File: config.mk
export PLATFORM = sky130hd
export DESIGN_NAME = decode_control
export DESIGN_NICKNAME = d
export VERILOG_FILES = /design/src/cpu_pkg.sv /design/src/decode_control.sv
export SDC_FILE = /design/constraint.sdc
export NUM_CORES = 1
export LEC_CHECK = 0
export ABC_AREA = 1
export ABC_CLOCK_PERIOD_IN_PS = 2140
export BUFFER_PORTS_ARGS = -buffer_cell sky130_fd_sc_hd__buf_2
export CAP_MARGIN = 20
export CORE_MARGIN = 4
export CORE_UTILIZATION = 43
export CTS_CLUSTER_DIAMETER = 200
export DETAILED_ROUTE_END_ITERATION = 6
export HOLD_SLACK_MARGIN = 0.1
export PLACE_DENSITY = 0.84
export SKIP_CTS_REPAIR_TIMING = 1
export SYNTH_ARGS = -nofsm -noshare
export SYNTH_HDL_FRONTEND = slang
export SYNTH_SLANG_ARGS = --single-unit
File: constraint.sdc
create_clock -name clock -period 2.14 [get_ports clock]
set_clock_uncertainty 0.2 [all_clocks]
set_input_delay 0.428 -clock clock [delete_from_list [all_inputs] [get_ports clock]]
set_output_delay 0.428 -clock clock [all_outputs]
set_load 0.02 [all_outputs]
File: src/cpu_pkg.sv
// word and address types, opcode constants, alu operation and result select enums
package cpu_pkg;

	localparam int data_width = 16;                 // register, memory word and alu width

	typedef logic [data_width-1:0] word_t;          // one data or instruction word
	typedef logic [3:0] reg_addr_t;                 // register index, sixteen registers
	typedef logic [7:0] mem_addr_t;                 // data memory address, 256 words

	// instruction opcode in bits 15..12
	typedef logic [3:0] opcode_t;

	localparam opcode_t op_ldm  = 4'b0000;          // load reg from memory
	localparam opcode_t op_stm  = 4'b0001;          // store reg to memory
	localparam opcode_t op_ldr  = 4'b0010;          // load 8-bit immediate
	localparam opcode_t op_mov  = 4'b0011;          // reg to reg copy
	localparam opcode_t op_and  = 4'b0100;
	localparam opcode_t op_or   = 4'b0101;
	localparam opcode_t op_xor  = 4'b0110;
	localparam opcode_t op_not  = 4'b0111;
	localparam opcode_t op_shl  = 4'b1000;          // kind in bit 3, amount in 2..0
	localparam opcode_t op_shr  = 4'b1001;
	localparam opcode_t op_add  = 4'b1010;
	localparam opcode_t op_sub  = 4'b1011;
	localparam opcode_t op_nop  = 4'b1110;          // 1100 and 1101 also behave as nop
	localparam opcode_t op_halt = 4'b1111;          // stops fetch

	typedef enum logic [3:0] {
		alu_and,
		alu_or,
		alu_xor,
		alu_not,
		alu_shl,                                      // zero fill
		alu_shr_log,                                  // zero fill
		alu_shr_ari,                                  // sign fill
		alu_add,
		alu_sub,
		alu_pass                                      // first operand through
	} alu_op_t;

	// write-back source
	typedef enum logic [1:0] {
		res_alu,                                      // alu result
		res_value,                                    // immediate or moved register
		res_mem                                       // data memory word
	} result_sel_t;

endpackage
File: src/decode_control.sv
// instruction decode, operand capture and decode/execute stage register
`timescale 1ns/1ps

module decode_control import cpu_pkg::*; (
	input  logic        clock,
	input  logic        reset,
	input  word_t       instruction,
	input  logic        instruction_valid,
	output reg_addr_t   read_address_1,
	output reg_addr_t   read_address_2,
	input  word_t       read_data_1,
	input  word_t       read_data_2,
	output mem_addr_t   mem_read_address,
	input  word_t       mem_read_data,
	output logic        ex_valid,
	output alu_op_t     ex_alu_op,
	output result_sel_t ex_result_sel,
	output word_t       ex_operand_1,
	output word_t       ex_operand_2,
	output word_t       ex_value,
	output logic        ex_reg_write,
	output logic        ex_mem_write,
	output reg_addr_t   ex_dest,
	output mem_addr_t   ex_mem_address
);

	opcode_t opcode;
	alu_op_t alu_op;
	result_sel_t result_sel;
	word_t operand_2;
	word_t value;
	logic reg_we;
	logic mem_we;

	assign opcode = instruction[15:12];
	// stm reads its store source from the dest field
	assign read_address_1 = (opcode == op_stm) ? instruction[11:8] : instruction[7:4];
	assign read_address_2 = instruction[3:0];
	assign mem_read_address = instruction[7:0];     // ldm address

	always_comb
	begin
		alu_op = alu_pass;
		result_sel = res_alu;
		operand_2 = read_data_2;
		value = read_data_1;
		reg_we = 1'b0;
		mem_we = 1'b0;
		case (opcode)
			op_ldm:
			begin
				reg_we = 1'b1;
				result_sel = res_mem;
				value = mem_read_data;                // captured here, no later read
			end
			op_stm:  mem_we = 1'b1;                   // value is store data
			op_ldr:
			begin
				reg_we = 1'b1;
				result_sel = res_value;
				value = {{(data_width-8){1'b0}}, instruction[7:0]}; // zero extend
			end
			op_mov:
			begin
				reg_we = 1'b1;
				result_sel = res_value;
			end
			op_and:  {reg_we, alu_op} = {1'b1, alu_and};
			op_or:   {reg_we, alu_op} = {1'b1, alu_or};
			op_xor:  {reg_we, alu_op} = {1'b1, alu_xor};
			op_not:  {reg_we, alu_op} = {1'b1, alu_not};
			op_shl, op_shr:
			begin
				reg_we = 1'b1;
				operand_2 = {{(data_width-3){1'b0}}, instruction[2:0]}; // shift amount
				if (opcode == op_shl)
					alu_op = alu_shl;                   // arith left same as logical
				else
					alu_op = instruction[3] ? alu_shr_ari : alu_shr_log;
			end
			op_add:  {reg_we, alu_op} = {1'b1, alu_add};
			op_sub:  {reg_we, alu_op} = {1'b1, alu_sub};
			op_nop, op_halt: ;                        // no writes
			default: ;                                // old div class acts as nop
		endcase
	end

	always_ff @(posedge clock)
	begin
		if (reset)
		begin
			ex_valid <= 1'b0;
			ex_reg_write <= 1'b0;
			ex_mem_write <= 1'b0;
		end
		else
		begin
			ex_valid <= instruction_valid;          // empty slot clears valid
			ex_reg_write <= reg_we;
			ex_mem_write <= mem_we;
		end
	end

	always_ff @(posedge clock)
	begin
		ex_alu_op <= alu_op;
		ex_result_sel <= result_sel;
		ex_operand_1 <= read_data_1;
		ex_operand_2 <= operand_2;
		ex_value <= value;
		ex_dest <= instruction[11:8];
		ex_mem_address <= instruction[7:0];       // stm target
	end

endmodule

# Word level (Yosys, flattened, before mapping)
# Cells that the tools add are included.
[classes] n_eq_ne=11 mux=9 n_reduce_logical=4
[ops] op="$pmux W16 S2" count=1
[ops] op="$pmux W4 S7" count=1
[ops] op="$eq A4 B3 Y1 const B" count=4
[ops] op="$eq A4 B4 Y1 const B" count=4
[ops] op="$reduce_or A11 Y1" count=1
[ops] op="$eq A4 B2 Y1 const B" count=2
[ops] op="$eq A4 B1 Y1 const B" count=1
[ops] op="$logic_not A4 Y1" count=1
[ops] op="$mux W2" count=2
[ops] op="$mux W4" count=1
[ops] op="$pmux W2 S2" count=1
[ops] op="$reduce_or A2 Y1" count=2
[ops] op="$mux W3" count=1
[ops] op="$mux W1" count=2
[totals] output_inout_bits=85 elab_cells=35 reg_bits=69

# Logic depth before layout (Yosys ltp)
[depth] word_depth=3 depth_mapped=7 depth_no_buf=6

# Worst setup path after synthesis
# Ideal clock, no wire load.
[synth_timing] path_type="input -> output" startpoint="input port instruction[14]" endpoint="output port read_address_1[0]" path_slack_ns=0.451 stages=6 required_ns=1.512 arrival_time_ns=1.061 n_path_buf=0 path_cell_list="inv_1 > nand2_1 > nor2_4 > inv_2 > nand2_1 > nand2_1"
[synth_via] elab_chain_len=2
[synth_rtl] item="from (decl)" line_no="decode_control.sv:7" source="input word_t instruction,"
[synth_rtl] item="$eq A4 B1 Y1" line_no="decode_control.sv:37" source="assign read_address_1 = (opcode == op_stm) ? instruction[11:8] : instruction[7:4];"
[synth_rtl] item="$mux W4" line_no="decode_control.sv:37"
[synth_rtl] item="to (decl)" line_no="decode_control.sv:9" source="output reg_addr_t read_address_1,"
# Every way passes these cells.

# Worst setup path in the final report
[layout_timing] startpoint="input port instruction[4]" endpoint="output port read_address_1[0]"
[layout_via] elab_chain_len=1
[layout_rtl] item="$mux W4" line_no="decode_control.sv:37"
# Every way passes these cells.

==> metrics.md <==
| Metric | Value |
|---|---|
| Die Height | 77.9 microns |
| Cell with the most instances after synthesis | nand2_1 |
| Initial core utilization | 0.445 |
| Syn Nets | 294 |
| Diodes inserted | 0 |
| Largest net degree at the start of global routing | 18 |
| Fin crit period | 2020 ps |
| Final nets | 487 |
| CP bufs+invs | 3 |
| CP endpoint kind | output port |
| Via count | 2110 |
| Post-Syn Area per Cell | 9.25 sq um |
| Ports | 152 |
| Crit-path cells | dlygate4sd3_1, buf_2, nand2_1, nand2_1, buf_2 |
| Fin worst setup slack | 122 ps |
| Peak fanout along the critical path | 4 |
| Die area | 0.00607 sq mm |
| First-pass GRT wire length | 8490 microns |
| Asr flop ratio synth | 0 |
| Fillers | 345 |
| Worst setup SP type | primary input |
| Mapped Area | 0.00210 sq mm |
| Cell taking the most area after synthesis | dfxtp_1 |
| Worst VDD drop | 0.519 mV |
| Slew Limit Fails | 0 |
| Critical path class | in -> out |
| Final WL | 6610 microns |
| First-pass detailed-route iteration total | 4 |
| Clock root cell | clkbuf_8 |
| Post-Synthesis Cells | 227 |
| Die X | 77.9 microns |
| Critical path arrival | 1390 ps |
| Gp weighted congestion | 0.746 |
| Primary FF master, synth | dfxtp_1 |
| CTS H-tree lvls | 3 |
| Final setup viols | 0 |
| Crit path largest cell delay | 540 ps |
| Sequential cell area fraction in the yosys report | 0.658 |
| GR Overflow Total | 0 |
| Worst slew margin | 0.742 |
| Hpwl dp | 4250 microns |
| Highest clock rate | 495 MHz |
| DR WL/cell | 13.4 microns |
| Core box area | 0.00472 sq mm |
| Port-buffer cells | 151 |
| Initial antenna violation count | 0 |
| Tcrit/Tclk final | 0.943 |
| Most instantiated cells after synthesis | 82 x nand2_1, 69 x dfxtp_1, 20 x nand3_1 |
| Detail Route Antenna Nets | 0 |
| Cts bufs inserted | 9 |
| Path category of the worst min-delay check | in -> reg |
| Pwr dens | 812 mW/mm^2 |
| Initial drt markers | 55 |
| TNS Setup | 0 ps |
| Distinct cells, synth | 13 |
| Post-synth top area share | 0.658 |
| Number of synthesized register bits | 69 |
| Ranking of synthesized cells by area | dfxtp_1 66%, nand2_1 15%, nand3_1 4.8% |
| All-Layer GR Usage | 0.177 |
| Synth-to-Final Area Change | 64.7% |
| Max_cap viols | 0 |
| Residual DRC | 0 |
| Share of cells above drive strength 1 | 0.421 |
| Core Rows | 25 |
| RSZ-0062 raised after global routing | no |
| CP top delay family | buffers and inverters |
| Post-Place Worst Slack | 172 ps |
| Req. time, crit path | 1510 ps |
| Slowest CP cell | dlygate4sd3_1 |
| CTS max path bufs | 2 |
| Worst slew pin tran | 385 ps |
| Vias per cell | 4.29 |
| Clk sinks | 69 |
| Clk slew on worst S/H paths | 70 ps |
| Lkg Pwr | 0.00191 uW |
| Synth warnings | 0 |
| Number of synthesized flops with an enable pin | 0 |
| TritonCTS clock tree | built |
| Status | finished, final reports clean |
| Vias in the first global route | 1864 |
| Final hold violations | 0 |
[worst min-delay path, stage by stage]
cell	delay [ps]
buf_2	70
nand2_1	40
nand2_1	50
[power by group]
| group | switching (uW) | total (uW) | internal (uW) |
|---|---|---|---|
| clock network | 476 | 959 | 484 |
| registers | 19.4 | 1380 | 1370 |
| logic | 275 | 466 | 192 |
[state kept, by name, indices dropped and copies added (netlist names)]
signal,count
ex_operand_2,16
ex_operand_1,16
ex_dest,4
ex_valid,1
ex_mem_address,8
ex_reg_write,1
ex_mem_write,1
ex_result_sel,2
ex_value,16
ex_alu_op,4
[area by class of cell]
cell class | count | area, sq um | share of cell area
Clock buffer | 11 | 151 | 0.0438
Clock inverter | 5 | 33.8 | 0.00976
Inverter | 22 | 82.6 | 0.0239
Multi-Input combinational cell | 122 | 528 | 0.153
Sequential cell | 69 | 1380 | 0.399
Tap cell | 67 | 83.8 | 0.0242
Timing Repair Buffer | 196 | 1200 | 0.346
[through the flow]
step,hold WS (ps),total power (uW),instance area (sq um),util,cells
after floorplan,256,1640,2100,-,227
after global placement,345,1800,2850,0.604,434
after detailed placement,346,1810,2850,0.604,434
after CTS,-1.54,2770,3040,0.643,450
after global routing,99.6,2940,3460,0.732,492
final,99.3,2810,3460,0.732,492
[final timing paths]
check,startpoint,to,slack (ps),cells past startpoint
max,instruction[4],read_address_1[0],120,5
min,read_data_2[2],ex_operand_2[2]$_DFF_P_,100,3
[layer usage]
metal	vias to the layer above	track usage	share of wire
met1	938	0.197	0.40
met3	6	0.0684	0.096
met5	-	0	0
met2	106	0.300	0.49
li1	1060	-	-
met4	0	0.0734	0.010
[logic make-up after synthesis]
family / count (synthesis) / share of synthesized area
and+or+nand+nor: 119 / 0.244
DFF: 69 / 0.658
buffers and inverters: 36 / 0.0911
AOI/OAI and AO/OA: 3 / 0.00715
[layout by cell type (no fill, tap or decap), drive strengths merged]
master       count
buf            154
nand2           84
dfxtp           69
dlygate4sd3     42
inv             23
nand3           20
nor2            14
clkbuf          11
a21oi            3
clkinv           2
clkinvlp         2
nor3             1
(Power assumes the default switching activity.)
