[src/cpu_pkg.sv]
// word and address types, opcode constants, alu operation and result select enums
package cpu_pkg;

	localparam int data_width = 16;                 // register, memory word and alu width

	typedef logic [data_width-1:0] word_t;          // one data or instruction word
	typedef logic [3:0] reg_addr_t;                 // register index, sixteen registers
	typedef logic [7:0] mem_addr_t;                 // data memory address, 256 words

	// instruction opcode in bits 15..12
	typedef logic [3:0] opcode_t;

	localparam opcode_t op_ldm  = 4'b0000;          // load reg from memory
	localparam opcode_t op_stm  = 4'b0001;          // store reg to memory
	localparam opcode_t op_ldr  = 4'b0010;          // load 8-bit immediate
	localparam opcode_t op_mov  = 4'b0011;          // reg to reg copy
	localparam opcode_t op_and  = 4'b0100;
	localparam opcode_t op_or   = 4'b0101;
	localparam opcode_t op_xor  = 4'b0110;
	localparam opcode_t op_not  = 4'b0111;
	localparam opcode_t op_shl  = 4'b1000;          // kind in bit 3, amount in 2..0
	localparam opcode_t op_shr  = 4'b1001;
	localparam opcode_t op_add  = 4'b1010;
	localparam opcode_t op_sub  = 4'b1011;
	localparam opcode_t op_nop  = 4'b1110;          // 1100 and 1101 also behave as nop
	localparam opcode_t op_halt = 4'b1111;          // stops fetch

	typedef enum logic [3:0] {
		alu_and,
		alu_or,
		alu_xor,
		alu_not,
		alu_shl,                                      // zero fill
		alu_shr_log,                                  // zero fill
		alu_shr_ari,                                  // sign fill
		alu_add,
		alu_sub,
		alu_pass                                      // first operand through
	} alu_op_t;

	// write-back source
	typedef enum logic [1:0] {
		res_alu,                                      // alu result
		res_value,                                    // immediate or moved register
		res_mem                                       // data memory word
	} result_sel_t;

endpackage
[src/fetch_unit.sv]
// program counter, loadable instruction memory, halt detect, fetch/decode register
`timescale 1ns/1ps

module fetch_unit import cpu_pkg::*; #(
	parameter int imem_addr_width = 8               // pc width, memory depth 2**width
) (
	input  logic                       clock,
	input  logic                       reset,
	input  logic                       load_en,        // program load strobe
	input  logic [imem_addr_width-1:0] load_addr,
	input  word_t                      load_data,
	output word_t                      instruction,    // fetch/decode register
	output logic                       instruction_valid,
	output logic                       halted
);

	word_t imem [2**imem_addr_width];               // instruction store, no reset
	logic [imem_addr_width-1:0] pc;
	word_t fetch_word;
	logic fetch_halt;

	assign fetch_word = imem[pc];                   // async read at pc
	assign fetch_halt = (fetch_word[15:12] == op_halt);

	// program load port
	always_ff @(posedge clock)
	begin
		if (load_en)
			imem[load_addr] <= load_data;
	end

	always_ff @(posedge clock)
	begin
		if (reset)
		begin
			pc <= '0;
			halted <= 1'b0;
			instruction_valid <= 1'b0;
		end
		else
		begin
			if (!halted && !fetch_halt)
				pc <= pc + imem_addr_width'(1);       // freeze on halt
			if (fetch_halt)
				halted <= 1'b1;                       // sticky until reset
			instruction_valid <= !halted && !fetch_halt; // halt word never valid
		end
	end

	always_ff @(posedge clock)
	begin
		instruction <= fetch_word;                  // payload only
	end

endmodule

[config.mk]
export PLATFORM = sky130hd
export DESIGN_NAME = fetch_unit
export DESIGN_NICKNAME = d
export VERILOG_FILES = /design/src/cpu_pkg.sv /design/src/fetch_unit.sv
export SDC_FILE = /design/constraint.sdc
export NUM_CORES = 2
export LEC_CHECK = 0
export ABC_CLOCK_PERIOD_IN_PS = 3600
export BUFFER_PORTS_ARGS = -buffer_cell sky130_fd_sc_hd__clkbuf_2
export CELL_PAD_IN_SITES_DETAIL_PLACEMENT = 1
export CELL_PAD_IN_SITES_GLOBAL_PLACEMENT = 1
export CORE_UTILIZATION = 54
export CTS_BUF_LIST = sky130_fd_sc_hd__clkbuf_8
export CTS_CLUSTER_DIAMETER = 100
export DETAILED_ROUTE_END_ITERATION = 8
export PLACE_DENSITY = 0.86
export SYNTH_ARGS = -nofsm -noshare
export SYNTH_HDL_FRONTEND = slang
export SYNTH_SLANG_ARGS = --single-unit
export TNS_END_PERCENT = 5
[constraint.sdc]
create_clock -name clock -period 3.6 [get_ports clock]
set_clock_uncertainty 0.15 [all_clocks]
set_input_delay 0.72 -clock clock [delete_from_list [all_inputs] [get_ports clock]]
set_output_delay 0.72 -clock clock [all_outputs]
set_load 0.1 [all_outputs]
==> summary.md, run 1 <==
| Metric | Value |
|---|---|
| Mapped Area | `158000 µm²` |
| Yosys top cell by area | `edfxtp_1` |
| Worst ep type | `register input` |
| Mapped Cells | `6501` |
| Stopped at | `5_1_grt` |
| Row count | `198` |
| Syn_area_per_cell | `24.3 µm²` |
| Number of port buffers | `44` |
| H-tree depth | `6` |
| Die H | `543 µm` |
| Top_reg_cell synth | `edfxtp_1` |
| Synth warn | `0` |
| Register area share after synthesis | `78.3%` |
| Clock Sinks | `4130` |
| Syn Nets | `6529` |
| EDFF count, synth | `4096` |
| Unique masters post-synth | `54` |
| Final Wtd Congestion | `0.905` |
| Yosys top cell area share | `77.9%` |
| Post-synth top cells | `edfxtp_1, mux4_2, nor2_1` |
| Largest net degree at the start of global routing | `138` |
| IO Count | `45` |
| Register bit count reported by yosys | `4130` |
| Status | `stopped before the end` |
| Die Wd | `543 µm` |
| Error msg | `[ERROR GRT-0228] Horizontal edge usage exceeds the maximum allowed. (28, 65) usage=65535 limit=3200` |
| Ranking of synthesized cells by area | `edfxtp_1, mux4_2, mux2i_1` |
| CTS root buffer | `clkbuf_8` |
| Count leader, synth | `edfxtp_1` |
| Antenna violations before repair | `125` |
| Detail Placement HPWL | `286 mm` |
| Area post-placement | `168000 µm²` |
| Synth async-reset ratio | `0%` |
| Worst_ep grt | `_4737_/D` |
| Num CTS Buffers | `618` |
| Max clock buf depth | `4` |
| Initial Util | `54.3%` |
[cells by family after synthesis]
group                      share of synthesized area, %
DFF                                                78.3
muxes                                              18.5
and+or+nand+nor                                    1.27
buffers and inverters                              1.12
AOI/OAI and AO/OA                                 0.753
adders and majority gates                       0.00792
[repair_timing]
item | in CTS
gates resized for setup | 212
setup endpoints to repair | 34
hold endpoints to repair | 119
pin swaps | 30
hold buffers | 3
gates cloned | 23
setup buffers | 30
[per-stage QoR]
| stage | hold WS, ns | utilization, % | setup slack (ns) | cells |
|---|---|---|---|---|
| after floorplan | 0.344 | - | 0.000175 | 6501 |
| after global placement | 0.356 | 57.9 | -1.03 | 10768 |
| after detailed placement | 0.407 | 57.9 | -1.25 | 10768 |
| after CTS | 0.00665 | 62.5 | -0.321 | 11939 |
==> run 2: changes to the inputs <==
==> config.mk (replaced) <==
export PLATFORM = sky130hd
export DESIGN_NAME = fetch_unit
export DESIGN_NICKNAME = d
export VERILOG_FILES = /design/src/cpu_pkg.sv /design/src/fetch_unit.sv
export SDC_FILE = /design/constraint.sdc
export NUM_CORES = 2
export LEC_CHECK = 0
export ABC_CLOCK_PERIOD_IN_PS = 4700
export BUFFER_PORTS_ARGS = -buffer_cell sky130_fd_sc_hd__clkbuf_2
export CORE_UTILIZATION = 40
export DETAILED_ROUTE_END_ITERATION = 8
export PLACE_DENSITY_LB_ADDON = 0.15
export SYNTH_ARGS = -nofsm -noshare
export SYNTH_HDL_FRONTEND = slang
export SYNTH_SLANG_ARGS = --single-unit
export TNS_END_PERCENT = 5
==> constraint.sdc (replaced) <==
create_clock -name clock -period 4.7 [get_ports clock]
set_clock_uncertainty 0.15 [all_clocks]
set_input_delay 0.94 -clock clock [delete_from_list [all_inputs] [get_ports clock]]
set_output_delay 0.94 -clock clock [all_outputs]
set_load 0.1 [all_outputs]
==> run 2 against run 1 <==
The flow now finishes without violations. Synthesized area unchanged. Synthesized cell count unchanged.
==> summary.md, run 2 <==
| Metric | Value |
|---|---|
| Clock Sinks | `4130` |
| Dpl cells | `11953` |
| Register area share after synthesis | `78.3%` |
| Power per cell area | `509 nW/µm²` |
| Hold slack | `0.251 ns` |
| Post-DR vias/cell | `5.77` |
| Worst slew pin tran | `1.35 ns` |
| Row count | `230` |
| Die H | `630 µm` |
| R2r endpoint | `pc[6]` |
| Initial DRC Count | `8362` |
| First-pass GRT wire length | `612 mm` |
| Core ar. | `393000 µm²` |
| CP required | `5.42 ns` |
| Ranking of synthesized cells by area | `edfxtp_1, mux4_2, mux2i_1` |
| Max clock buf depth | `4` |
| CP Class | `reg2reg` |
| Reg2reg path depth | `11` |
| Via count | `73700` |
| Mapped Area | `158000 µm²` |
| Initial Util | `40.2%` |
| Post-synth top cells | `edfxtp_1, mux4_2, nor2_1` |
| Final Wtd Congestion | `0.819` |
| Drt drc | `0` |
| CP endpoint kind | `flip-flop` |
| Syn Nets | `6529` |
| Worst R2R Setup Slack | `0.13 ns` |
| DIE AREA | `397000 µm²` |
| H-tree depth | `5` |
| EDFF count, synth | `4096` |
| Final min period | `4.57 ns` |
| Worst-path clk slew | `0.06 ns` |
| Hold Startpoint | `reset` |
| RSZ-0062 raised after global routing | `false` |
| Max Clock Freq | `219 MHz` |
| Final WL | `439 mm` |
| Worst-Skew Late Latency | `1.01 ns` |
| Finished Layout Cells | `12775` |
| Number of port buffers | `44` |
| Largest registers | `imem (4096), instruction (16), pc (8)` |
| Largest net degree at the start of global routing | `137` |
| Hold_buf cts | `0` |
| Most flop-heavy register | `imem` |
| Pleak | `55.2 nW` |
| Commonest non-fill, non-tap cells in the layout | `edfxtp_1, mux4_2, buf_4` |
| Slew Viols, Final | `0` |
| Max Cap Violations | `0` |
| Slew headroom | `9.75%` |
| Total power | `93.0 mW` |
| CTS tree | `done` |
| Crit Path Max Fanout | `45` |
| Global Route Usage Sum | `22.0%` |
| Top_reg_cell synth | `edfxtp_1` |
| Final Hold Violating Endpoints | `0` |
| Synth warn | `0` |
| Crit path DAT | `5.29 ns` |
| Detail Placement HPWL | `262 mm` |
| Crit path launch type | `flip-flop` |
| Yosys top cell by area | `edfxtp_1` |
| Status | `finished, final reports clean` |
| Antenna violations before repair | `35` |
| 1st-pass router iterations | `8` |
| Peak VDD IR | `0.301 mV` |
| Mapped Cells | `6501` |
| Yosys top cell area share | `77.9%` |
| Routed Antenna Nets | `0` |
| Routed len/inst | `34.3 µm` |
| IO Count | `45` |
| Fraction of layout cells with a size suffix above 1 | `35.8%` |
| Total grt overflow | `0` |
| CTS root buffer | `clkbuf_16` |
| Count leader, synth | `edfxtp_1` |
| Hold-critical path depth | `2` |
| HP Class | `in2reg` |
| Vias in the first global route | `75439` |
| Place WS | `-0.217 ns` |
| Num CTS Buffers | `431` |
| Final nets | `7196` |
| # setup viols final | `0` |
| Register bit count reported by yosys | `4130` |
| Fin worst setup slack | `0.135 ns` |
| Area grow syn2layout | `15.6%` |
| Final core occ | `46.5%` |
| Synth async-reset ratio | `0%` |
| Syn_area_per_cell | `24.3 µm²` |
| Number of flip-flops under the largest register name | `4096` |
| Final period util | `97.1%` |
| Unique masters post-synth | `54` |
| Commonest non-fill, non-tap cell in the layout | `edfxtp_1` |
| Die Wd | `630 µm` |
run 2: area by class of cell:
cell class	instances	area (µm²)
Clock inverter	256	2490
Tap cell	5220	6530
Sequential cell	4130	124000
Multi-Input combinational cell	2000	33100
Antenna cell	38	95.1
Inverter	4	15.0
Clock buffer	526	11200
Fill cell	32140	210000
Timing Repair Buffer	601	5460
run 2: how the worst max path moves through the flow:
stage	to	slack [ns]	start
global placement	pc[4]	-0.25	flip-flop
CTS	pc[6]	0.001	flip-flop
floorplan	instruction[0]	0.96	flip-flop
global route	flip-flop	0.005	flip-flop
detailed placement	pc[6]	-0.22	flip-flop
finish	pc[6]	0.13	flip-flop
run 2: critical path, cell delays in order (launching register included):
cell     delay (ns)
dfxtp_4        0.55
buf_12         0.34
buf_4          0.36
mux4_2         0.33
mux4_2         0.54
o22ai_4        0.33
buf_4          0.19
nor2_1         0.04
a311o_1        0.35
and4_1         0.32
nor4_2         0.43
mux2_2         0.38
run 2: routing by layer:
metal / share of wire (%) / vias to the layer above / track usage [%]
li1: - / 29538 / -
met3: 6.5 / 521 / 3.64
met1: 43 / 41056 / 31.4
met4: 2.3 / 2 / 4.94
met5: 0.0030 / - / 0
met2: 49 / 2583 / 35.8
run 2: power by group:
part	switching (mW)	leakage (nW)	internal (mW)
Sequential	0.257	37.1	40.7
Clock	14.3	6.69	19.1
Combinational	10.1	11.4	8.67
run 2: cell families after synthesis:
logic type	share of synthesized area (%)
adders and majority gates	0.00792
buffers and inverters	1.12
and+or+nand+nor	1.27
muxes	18.5
DFF	78.3
AOI/OAI and AO/OA	0.753
run 2: what timing repair did:
action,in CTS,in global routing
setup buffers,0,2
pin swaps,0,0
endpoints found under the setup margin,14,12
cloned,0,0
gates resized for setup,4,7
run 2: metrics by stage:
| stage | instance area, µm² | TNS [ns] |
|---|---|---|
| after floorplan | 158000 | 0 |
| final | 183000 | 0 |
| after detailed placement | 169000 | -1.53 |
| after CTS | 182000 | 0 |
| after global routing | 183000 | 0 |
| after global placement | 169000 | -2.02 |
No activity file was read; power rests on OpenSTA's default activity.
