--- config.mk ---
export PLATFORM = sky130hd
export DESIGN_NAME = execute_unit
export DESIGN_NICKNAME = d
export VERILOG_FILES = /design/src/cpu_pkg.sv /design/src/execute_unit.sv
export SDC_FILE = /design/constraint.sdc
export NUM_CORES = 1
export LEC_CHECK = 0
export ABC_AREA = 1
export BUFFER_PORTS_ARGS = -buffer_cell sky130_fd_sc_hd__buf_4
export CORE_ASPECT_RATIO = 1.1
export CORE_MARGIN = 10
export CORE_UTILIZATION = 62
export CTS_BUF_LIST = sky130_fd_sc_hd__clkbuf_8 sky130_fd_sc_hd__clkbuf_16
export DETAILED_ROUTE_END_ITERATION = 7
export PLACE_DENSITY = 0.89
export SLEW_MARGIN = 25
export SYNTH_ARGS = -nofsm -noshare
export SYNTH_HDL_FRONTEND = slang
export SYNTH_SLANG_ARGS = --single-unit
--- constraint.sdc ---
create_clock -name clock -period 9.65 [get_ports clock]
set_input_delay 2.895 -clock clock [delete_from_list [all_inputs] [get_ports clock]]
set_output_delay 2.895 -clock clock [all_outputs]
set_load 0.01 [all_outputs]
--- src/cpu_pkg.sv ---
// word and address types, opcode constants, alu operation and result select enums
package cpu_pkg;

	localparam int data_width = 16;                 // register, memory word and alu width

	typedef logic [data_width-1:0] word_t;          // one data or instruction word
	typedef logic [3:0] reg_addr_t;                 // register index, sixteen registers
	typedef logic [7:0] mem_addr_t;                 // data memory address, 256 words

	// instruction opcode in bits 15..12
	typedef logic [3:0] opcode_t;

	localparam opcode_t op_ldm  = 4'b0000;          // load reg from memory
	localparam opcode_t op_stm  = 4'b0001;          // store reg to memory
	localparam opcode_t op_ldr  = 4'b0010;          // load 8-bit immediate
	localparam opcode_t op_mov  = 4'b0011;          // reg to reg copy
	localparam opcode_t op_and  = 4'b0100;
	localparam opcode_t op_or   = 4'b0101;
	localparam opcode_t op_xor  = 4'b0110;
	localparam opcode_t op_not  = 4'b0111;
	localparam opcode_t op_shl  = 4'b1000;          // kind in bit 3, amount in 2..0
	localparam opcode_t op_shr  = 4'b1001;
	localparam opcode_t op_add  = 4'b1010;
	localparam opcode_t op_sub  = 4'b1011;
	localparam opcode_t op_nop  = 4'b1110;          // 1100 and 1101 also behave as nop
	localparam opcode_t op_halt = 4'b1111;          // stops fetch

	typedef enum logic [3:0] {
		alu_and,
		alu_or,
		alu_xor,
		alu_not,
		alu_shl,                                      // zero fill
		alu_shr_log,                                  // zero fill
		alu_shr_ari,                                  // sign fill
		alu_add,
		alu_sub,
		alu_pass                                      // first operand through
	} alu_op_t;

	// write-back source
	typedef enum logic [1:0] {
		res_alu,                                      // alu result
		res_value,                                    // immediate or moved register
		res_mem                                       // data memory word
	} result_sel_t;

endpackage
--- src/execute_unit.sv ---
// alu, result select, flags, execute/memory and memory/write-back registers
`timescale 1ns/1ps

module execute_unit import cpu_pkg::*; (
	input  logic        clock,
	input  logic        reset,
	input  logic        ex_valid,
	input  alu_op_t     ex_alu_op,
	input  result_sel_t ex_result_sel,
	input  word_t       ex_operand_1,
	input  word_t       ex_operand_2,
	input  word_t       ex_value,
	input  logic        ex_reg_write,
	input  logic        ex_mem_write,
	input  reg_addr_t   ex_dest,
	input  mem_addr_t   ex_mem_address,
	output logic        mem_write,
	output mem_addr_t   mem_write_address,
	output word_t       mem_write_data,
	output logic        reg_write,
	output reg_addr_t   reg_write_address,
	output word_t       reg_write_data,
	output logic        zero_flag,
	output logic        negative_flag
);

	word_t alu_result;
	word_t result;
	logic result_zero;
	logic result_negative;
	logic mem_reg_write;                            // memory stage copies
	reg_addr_t mem_dest;
	word_t mem_result;
	logic mem_zero;
	logic mem_negative;

	always_comb
	begin
		case (ex_alu_op)
			alu_and:     alu_result = ex_operand_1 & ex_operand_2;
			alu_or:      alu_result = ex_operand_1 | ex_operand_2;
			alu_xor:     alu_result = ex_operand_1 ^ ex_operand_2;
			alu_not:     alu_result = ~ex_operand_1;
			alu_shl:     alu_result = ex_operand_1 << ex_operand_2;
			alu_shr_log: alu_result = ex_operand_1 >> ex_operand_2;
			alu_shr_ari: alu_result = word_t'($signed(ex_operand_1) >>> ex_operand_2);
			alu_add:     alu_result = ex_operand_1 + ex_operand_2; // wraps
			alu_sub:     alu_result = ex_operand_1 - ex_operand_2;
			default:     alu_result = ex_operand_1;               // pass
		endcase
	end

	// ldm data and immediates both arrive through ex_value
	assign result = (ex_result_sel == res_alu) ? alu_result : ex_value;
	assign result_zero = (result == '0);
	assign result_negative = result[data_width-1];

	always_ff @(posedge clock)
	begin
		if (reset)
		begin
			mem_write <= 1'b0;
			mem_reg_write <= 1'b0;
			reg_write <= 1'b0;
		end
		else
		begin
			mem_write <= ex_valid && ex_mem_write;  // store strobe
			mem_reg_write <= ex_valid && ex_reg_write;
			reg_write <= mem_reg_write;             // write-back strobe
		end
	end

	always_ff @(posedge clock)
	begin
		mem_write_address <= ex_mem_address;
		mem_write_data <= ex_value;                 // store source register
		mem_dest <= ex_dest;
		mem_result <= result;
		mem_zero <= result_zero;
		mem_negative <= result_negative;
		reg_write_address <= mem_dest;
		reg_write_data <= mem_result;
		zero_flag <= mem_zero;                      // tracks reg_write_data
		negative_flag <= mem_negative;
	end

endmodule

# --- After elaboration in Yosys (flattened, before gate mapping) ---
# Index checks and enable logic that the tools add are counted.
op_classes:
  n_addsub: 2
  n_bitwise: 4
  n_reduce_logical: 5
  n_mux: 2
  shifts: 3
  eq_ne: 8
op_table:
  columns: ["cell", "count"]
  rows:
  - ["16-bit one-hot mux with 9 select lines", 1]
  - ["16-bit adder", 1]
  - ["16-bit bitwise AND", 1]
  - ["4-bit by 3-bit equality test with 1-bit output, second input constant", 4]
  - ["16-bit logical NOT", 1]
  - ["16-bit two-way mux", 1]
  - ["16-bit inverter", 1]
  - ["16-bit bitwise OR", 1]
  - ["16-bit by 16-bit left shift with 16-bit output", 1]
  - ["16-bit by 16-bit >> shifter with 16-bit output", 1]
  - ["16-bit by 16-bit >>> shifter with 16-bit output", 1]
  - ["16-bit subtractor", 1]
  - ["16-bit bitwise XOR", 1]
  - ["4-bit by 2-bit equality test with 1-bit output, second input constant", 2]
  - ["4-bit by 1-bit equality test with 1-bit output, second input constant", 1]
  - ["4-bit equality test, second input constant", 1]
  - ["4-bit logical NOT", 1]
  - ["1-bit logical AND", 2]
  - ["2-bit logical NOT", 1]
word_totals:
  regBits: 71
  input_bits: 71
  out_inout_bits: 48
  elab_cells: 37

# --- Longest topological paths before layout ---
depth:
  word_depth: 4
  ltp_mapped: 28
  mapped_depth_nobuf: 25

# --- Least setup slack after synthesis ---
# Ideal clock, no wire load.
synth_timing:
  path_kind: "input port to flip-flop"
  startpoint: "in ex_operand_2[1]"
  endpoint: "reg mem_zero"
  required_time_ns: 9.588
  cell_stages: 27
  arrival_time_ns: 6.054
  path_slack_ns: 3.534
  path_buffers: 3
  cell_sequence: "buf_2 > inv_1 > buf_2 > buf_2 > ha_1 > inv_1 > nor3_1 > inv_1 > nor3_1 > nand3_1 > nor3_1 > a21oi_1 > xor2_1 > inv_1 > ha_1 > nand2_1 > nor4_1 > nand2_1 > nand2_1 > a21oi_1 > o21ai_0 > nand4_1 > a21oi_1 > nand2_1 > nor2_1 > nand2_1 > nor2_2"
synth_via:
  elab_chain_len: 4
  elab_cells_between_ends: 11
  cone_classes: "add/sub (2); shift (3); mux (2); bitwise (3); reduce/logical (1)"
synth_rtl:
  columns: ["element", "line", "rtl"]
  rows:
  - ["from (decl)", "execute_unit.sv:11", "input word_t ex_operand_2,"]
  - ["16-bit subtractor, or another cell as far along", "execute_unit.sv:48", "alu_sub: alu_result = ex_operand_1 - ex_operand_2;"]
  - ["16-bit one-hot mux with 9 select lines *", "execute_unit.sv:39", "case (ex_alu_op)"]
  - ["16-bit two-way mux *", "execute_unit.sv:54", "assign result = (ex_result_sel == res_alu) ? alu_result : ex_value;"]
  - ["16-bit logical NOT *", "execute_unit.sv:55", "assign result_zero = (result == '0);"]
  - ["net result_zero", "execute_unit.sv:29", "logic result_zero;"]
  - ["to (signal assigned)", "execute_unit.sv:80", "mem_zero <= result_zero;"]
  - ["to (decl)", "execute_unit.sv:34", "logic mem_zero;"]
# The timed path passes the listed nets; every way through them passes the cells marked *.
# A chain may end at the register's enable or synchronous reset.

# --- Worst setup path after layout ---
layout_timing:
  startpoint: "in ex_operand_2[0]"
  endpoint: "reg mem_zero"
# The elaborated chain is that of the path after synthesis.

==> impl_metrics.yaml <==
clocking:
  clock_latency_ps: 340
  cts.sinks: 69
  cts_made_buffers: 9
  cts_max_path_buffers: 2
  cts_resized: 0
  hold_buffers: 0
  post_cts_buffers: 0
  h-tree-depth: 3
  cts_root_buf: "clkbuf_8"
  cts_tree: "built"
  clk_pin_slew_ps: 70
routing:
  firstDrtPassIters: 8
  drcViolationCount: 1
  routedWlPerCell_um: 19.3
  ant_nets: 0
  drtIter0Drc: 966
  vias: 7478
  vias_per_cell: 6.04
  drt_wl_total_um: 24000
sta:
  setup_tns_ps: 0
  period_share_pct: 68.4
  max_freq_mhz: 152
  fin_crit_ps: 6600
  finalSetupViolCount: 0
  tightestPinTransition_ps: 931
  holdWs_ps: 325
  hold_viol: 0
  drv_slew: 0
  slew_headroom_pct: 37.8
  grt_setup_unrepaired: "no"
  skew_ps: 7.73
worst_hold_path:
  hold_path_depth: 0
  hp-class: "reg2reg"
global_routing:
  grt_pass1_wl_um: 36800
  grt_usage_pct: 32.0
  antenna_found_initial: 1
  first_global_vias: 7023
  grt-ovfl-total: 0
  grt_max_degree: 35
floorplan:
  die_height_um: 125
  ios: 119
  fp.dieW_um: 116
  core_um2: 9840
  rows: 38
  dieArea_um2: 14500
  initial_core_util_pct: 63.3
worst_setup_path:
  cp_data_required_time_ps: 9930
  rr_worst_depth: 2
  startpoint_type: "primary input"
  critPathCaptureType: "flop"
  worstPathArrival_ps: 6880
  critical_path_class: "in2reg"
  cp_max_fo: 23
final_layout:
  area_growth_pct: 16.5
  nets: 1236
  fillCellCount: 868
  diodes: 0
  drive_gt1_share_pct: 17.2
  fin_area_um2: 7260
synthesis:
  yosys_register_bits: 69
  syn_avg_cell_area_um2: 6.08
  yosysWarnings: 0
  netlist_instances: 1024
  synth-edff-count: 0
  syn_nets: 1144
  syn-cell-area_um2: 6230
  synthDistinctLibCells: 44
  ys_async_sr_fraction_pct: 0
  yosysSeqAreaShare_pct: 22.2
  synth_ff_type: "dfxtp_1"
placed_design:
  post-dp-hpwl_um: 18400
  io_buffers: 118
  post_dp_cell_area_um2: 7070
  gp_congestion: 1.05
pwr:
  ir_drop_mv: 0.0787
  power_w: 0.000822
  p_leak_nw: 3.98
  pwr_density_cell_nw_per_um2: 113
outcome:
  status: "complete, but fails checks"
  violations: "DRC"
run:
  drv_cap: 0
-- Yosys cell counts (10+ instances only) --
master      n  share of area, %
nand2_1   322                19
inv_1     125               7.5
nand3_1   114               9.2
dfxtp_1    69                22
nor2_1     61               3.7
a21oi_1    52               4.2
ha_1       48               9.6
o21ai_0    41               3.3
nand4_1    25               2.5
nand2_2    18               1.8
buf_2      16               1.3
xor2_1     15               2.1
nand3_2    13               2.1
clkbuf_1   12              0.72
o21ai_1    10              0.80
-- cell usage in the layout, fill, tap and decap left out, types with 4 or more instances in the layout --
cell type / instances
a211oi_1: 7
nor2_1: 61
nand2_2: 18
o21ai_1: 10
or2_2: 4
a31oi_1: 5
nor2_4: 4
inv_2: 7
nand2_1: 322
buf_4: 121
nor2_2: 7
dfxtp_1: 69
xor2_1: 15
nand3_1: 114
a21oi_1: 52
nand3_2: 13
ha_1: 48
clkbuf_8: 10
inv_1: 125
o21ai_0: 41
nand4_1: 25
nor3_1: 6
-- kinds of logic after synthesis --
kind of cell | after synthesis | share of synthesized area [%]
xor gates and xnor gates | 16 | 2.25
and+or+nand+nor | 577 | 41.4
AOI/OAI and AO/OA | 139 | 12.7
buffers and inverters | 174 | 11.5
DFF | 69 | 22.2
adders and majority gates | 49 | 9.96
-- critical path: stages --
cell and delay [ps]:
buf_4 200, inv_1 660, ha_1 270, inv_1 50, nor3_1 120, inv_1 90
nor3_1 190, nand3_1 140, nor3_1 220, a21oi_1 110, xor2_1 150, inv_1 60
ha_1 350, nand2_1 130, nor4_1 280, nand2_1 80, nand2_1 80, a21oi_1 60
o21ai_0 90, nand4_1 110, a21oi_1 170, nand2_1 80, nor2_1 90, nand2_1 70
nor2_2 100
-- final cells by class --
cell class | count | area, µm² | area share [%]
well taps | 120 | 150 | 2.07
clock inverters | 4 | 50.0 | 0.689
inverters | 134 | 503 | 6.93
repair buffers | 121 | 908 | 12.5
clock buffers | 10 | 138 | 1.90
flip-flops and latches | 69 | 1380 | 19.0
multi-input cells | 781 | 4130 | 56.9
-- per-stage QoR --
step / worst slack [ps] / instances / util (%)
after global routing: 2550 / 1239 / 73.8
after CTS: 3120 / 1239 / 73.8
after global placement: 2910 / 1225 / 71.9
after detailed placement: 2790 / 1225 / 71.9
final: 3050 / 1239 / 73.8
after floorplan: 3530 / 1024 / -
-- power by group --
part           total, W  switching [W]  internal (W)
Combinational  0.000283       0.000183     0.0000997
Sequential     0.000311     0.00000604      0.000305
Clock          0.000228       0.000105      0.000123
-- sequential cells by signal, indices dropped and copies added, names as in the netlist --
register           flops
reg_write_data        15
reg_write              1
zero_flag              1
mem_negative           1
negative_flag          1
mem_write_address      8
mem_result            15
mem_reg_write          1
mem_write              1
mem_zero               1
reg_write_address      4
mem_write_data        16
mem_dest               4
-- metal layers --
layer  share of wire [%]  track usage [%]  vias up
li1                    -                -     3514
met1                  35             36.4     3290
met2                  46             52.5      559
met3                  12             7.41      115
met4                 6.4             20.4        0
met5                   0                0        -
-- final timing paths --
check / from / end / slack (ps)
setup / recovery: ex_operand_2[0] / mem_zero / 3050
hold / removal: mem_result[0] / reg_write_data[0] / 330
setup reg to reg: mem_reg_write / reg_write / 9170
hold reg to reg: mem_result[0] / reg_write_data[0] / 330
Power figures use the tool's default switching activity.
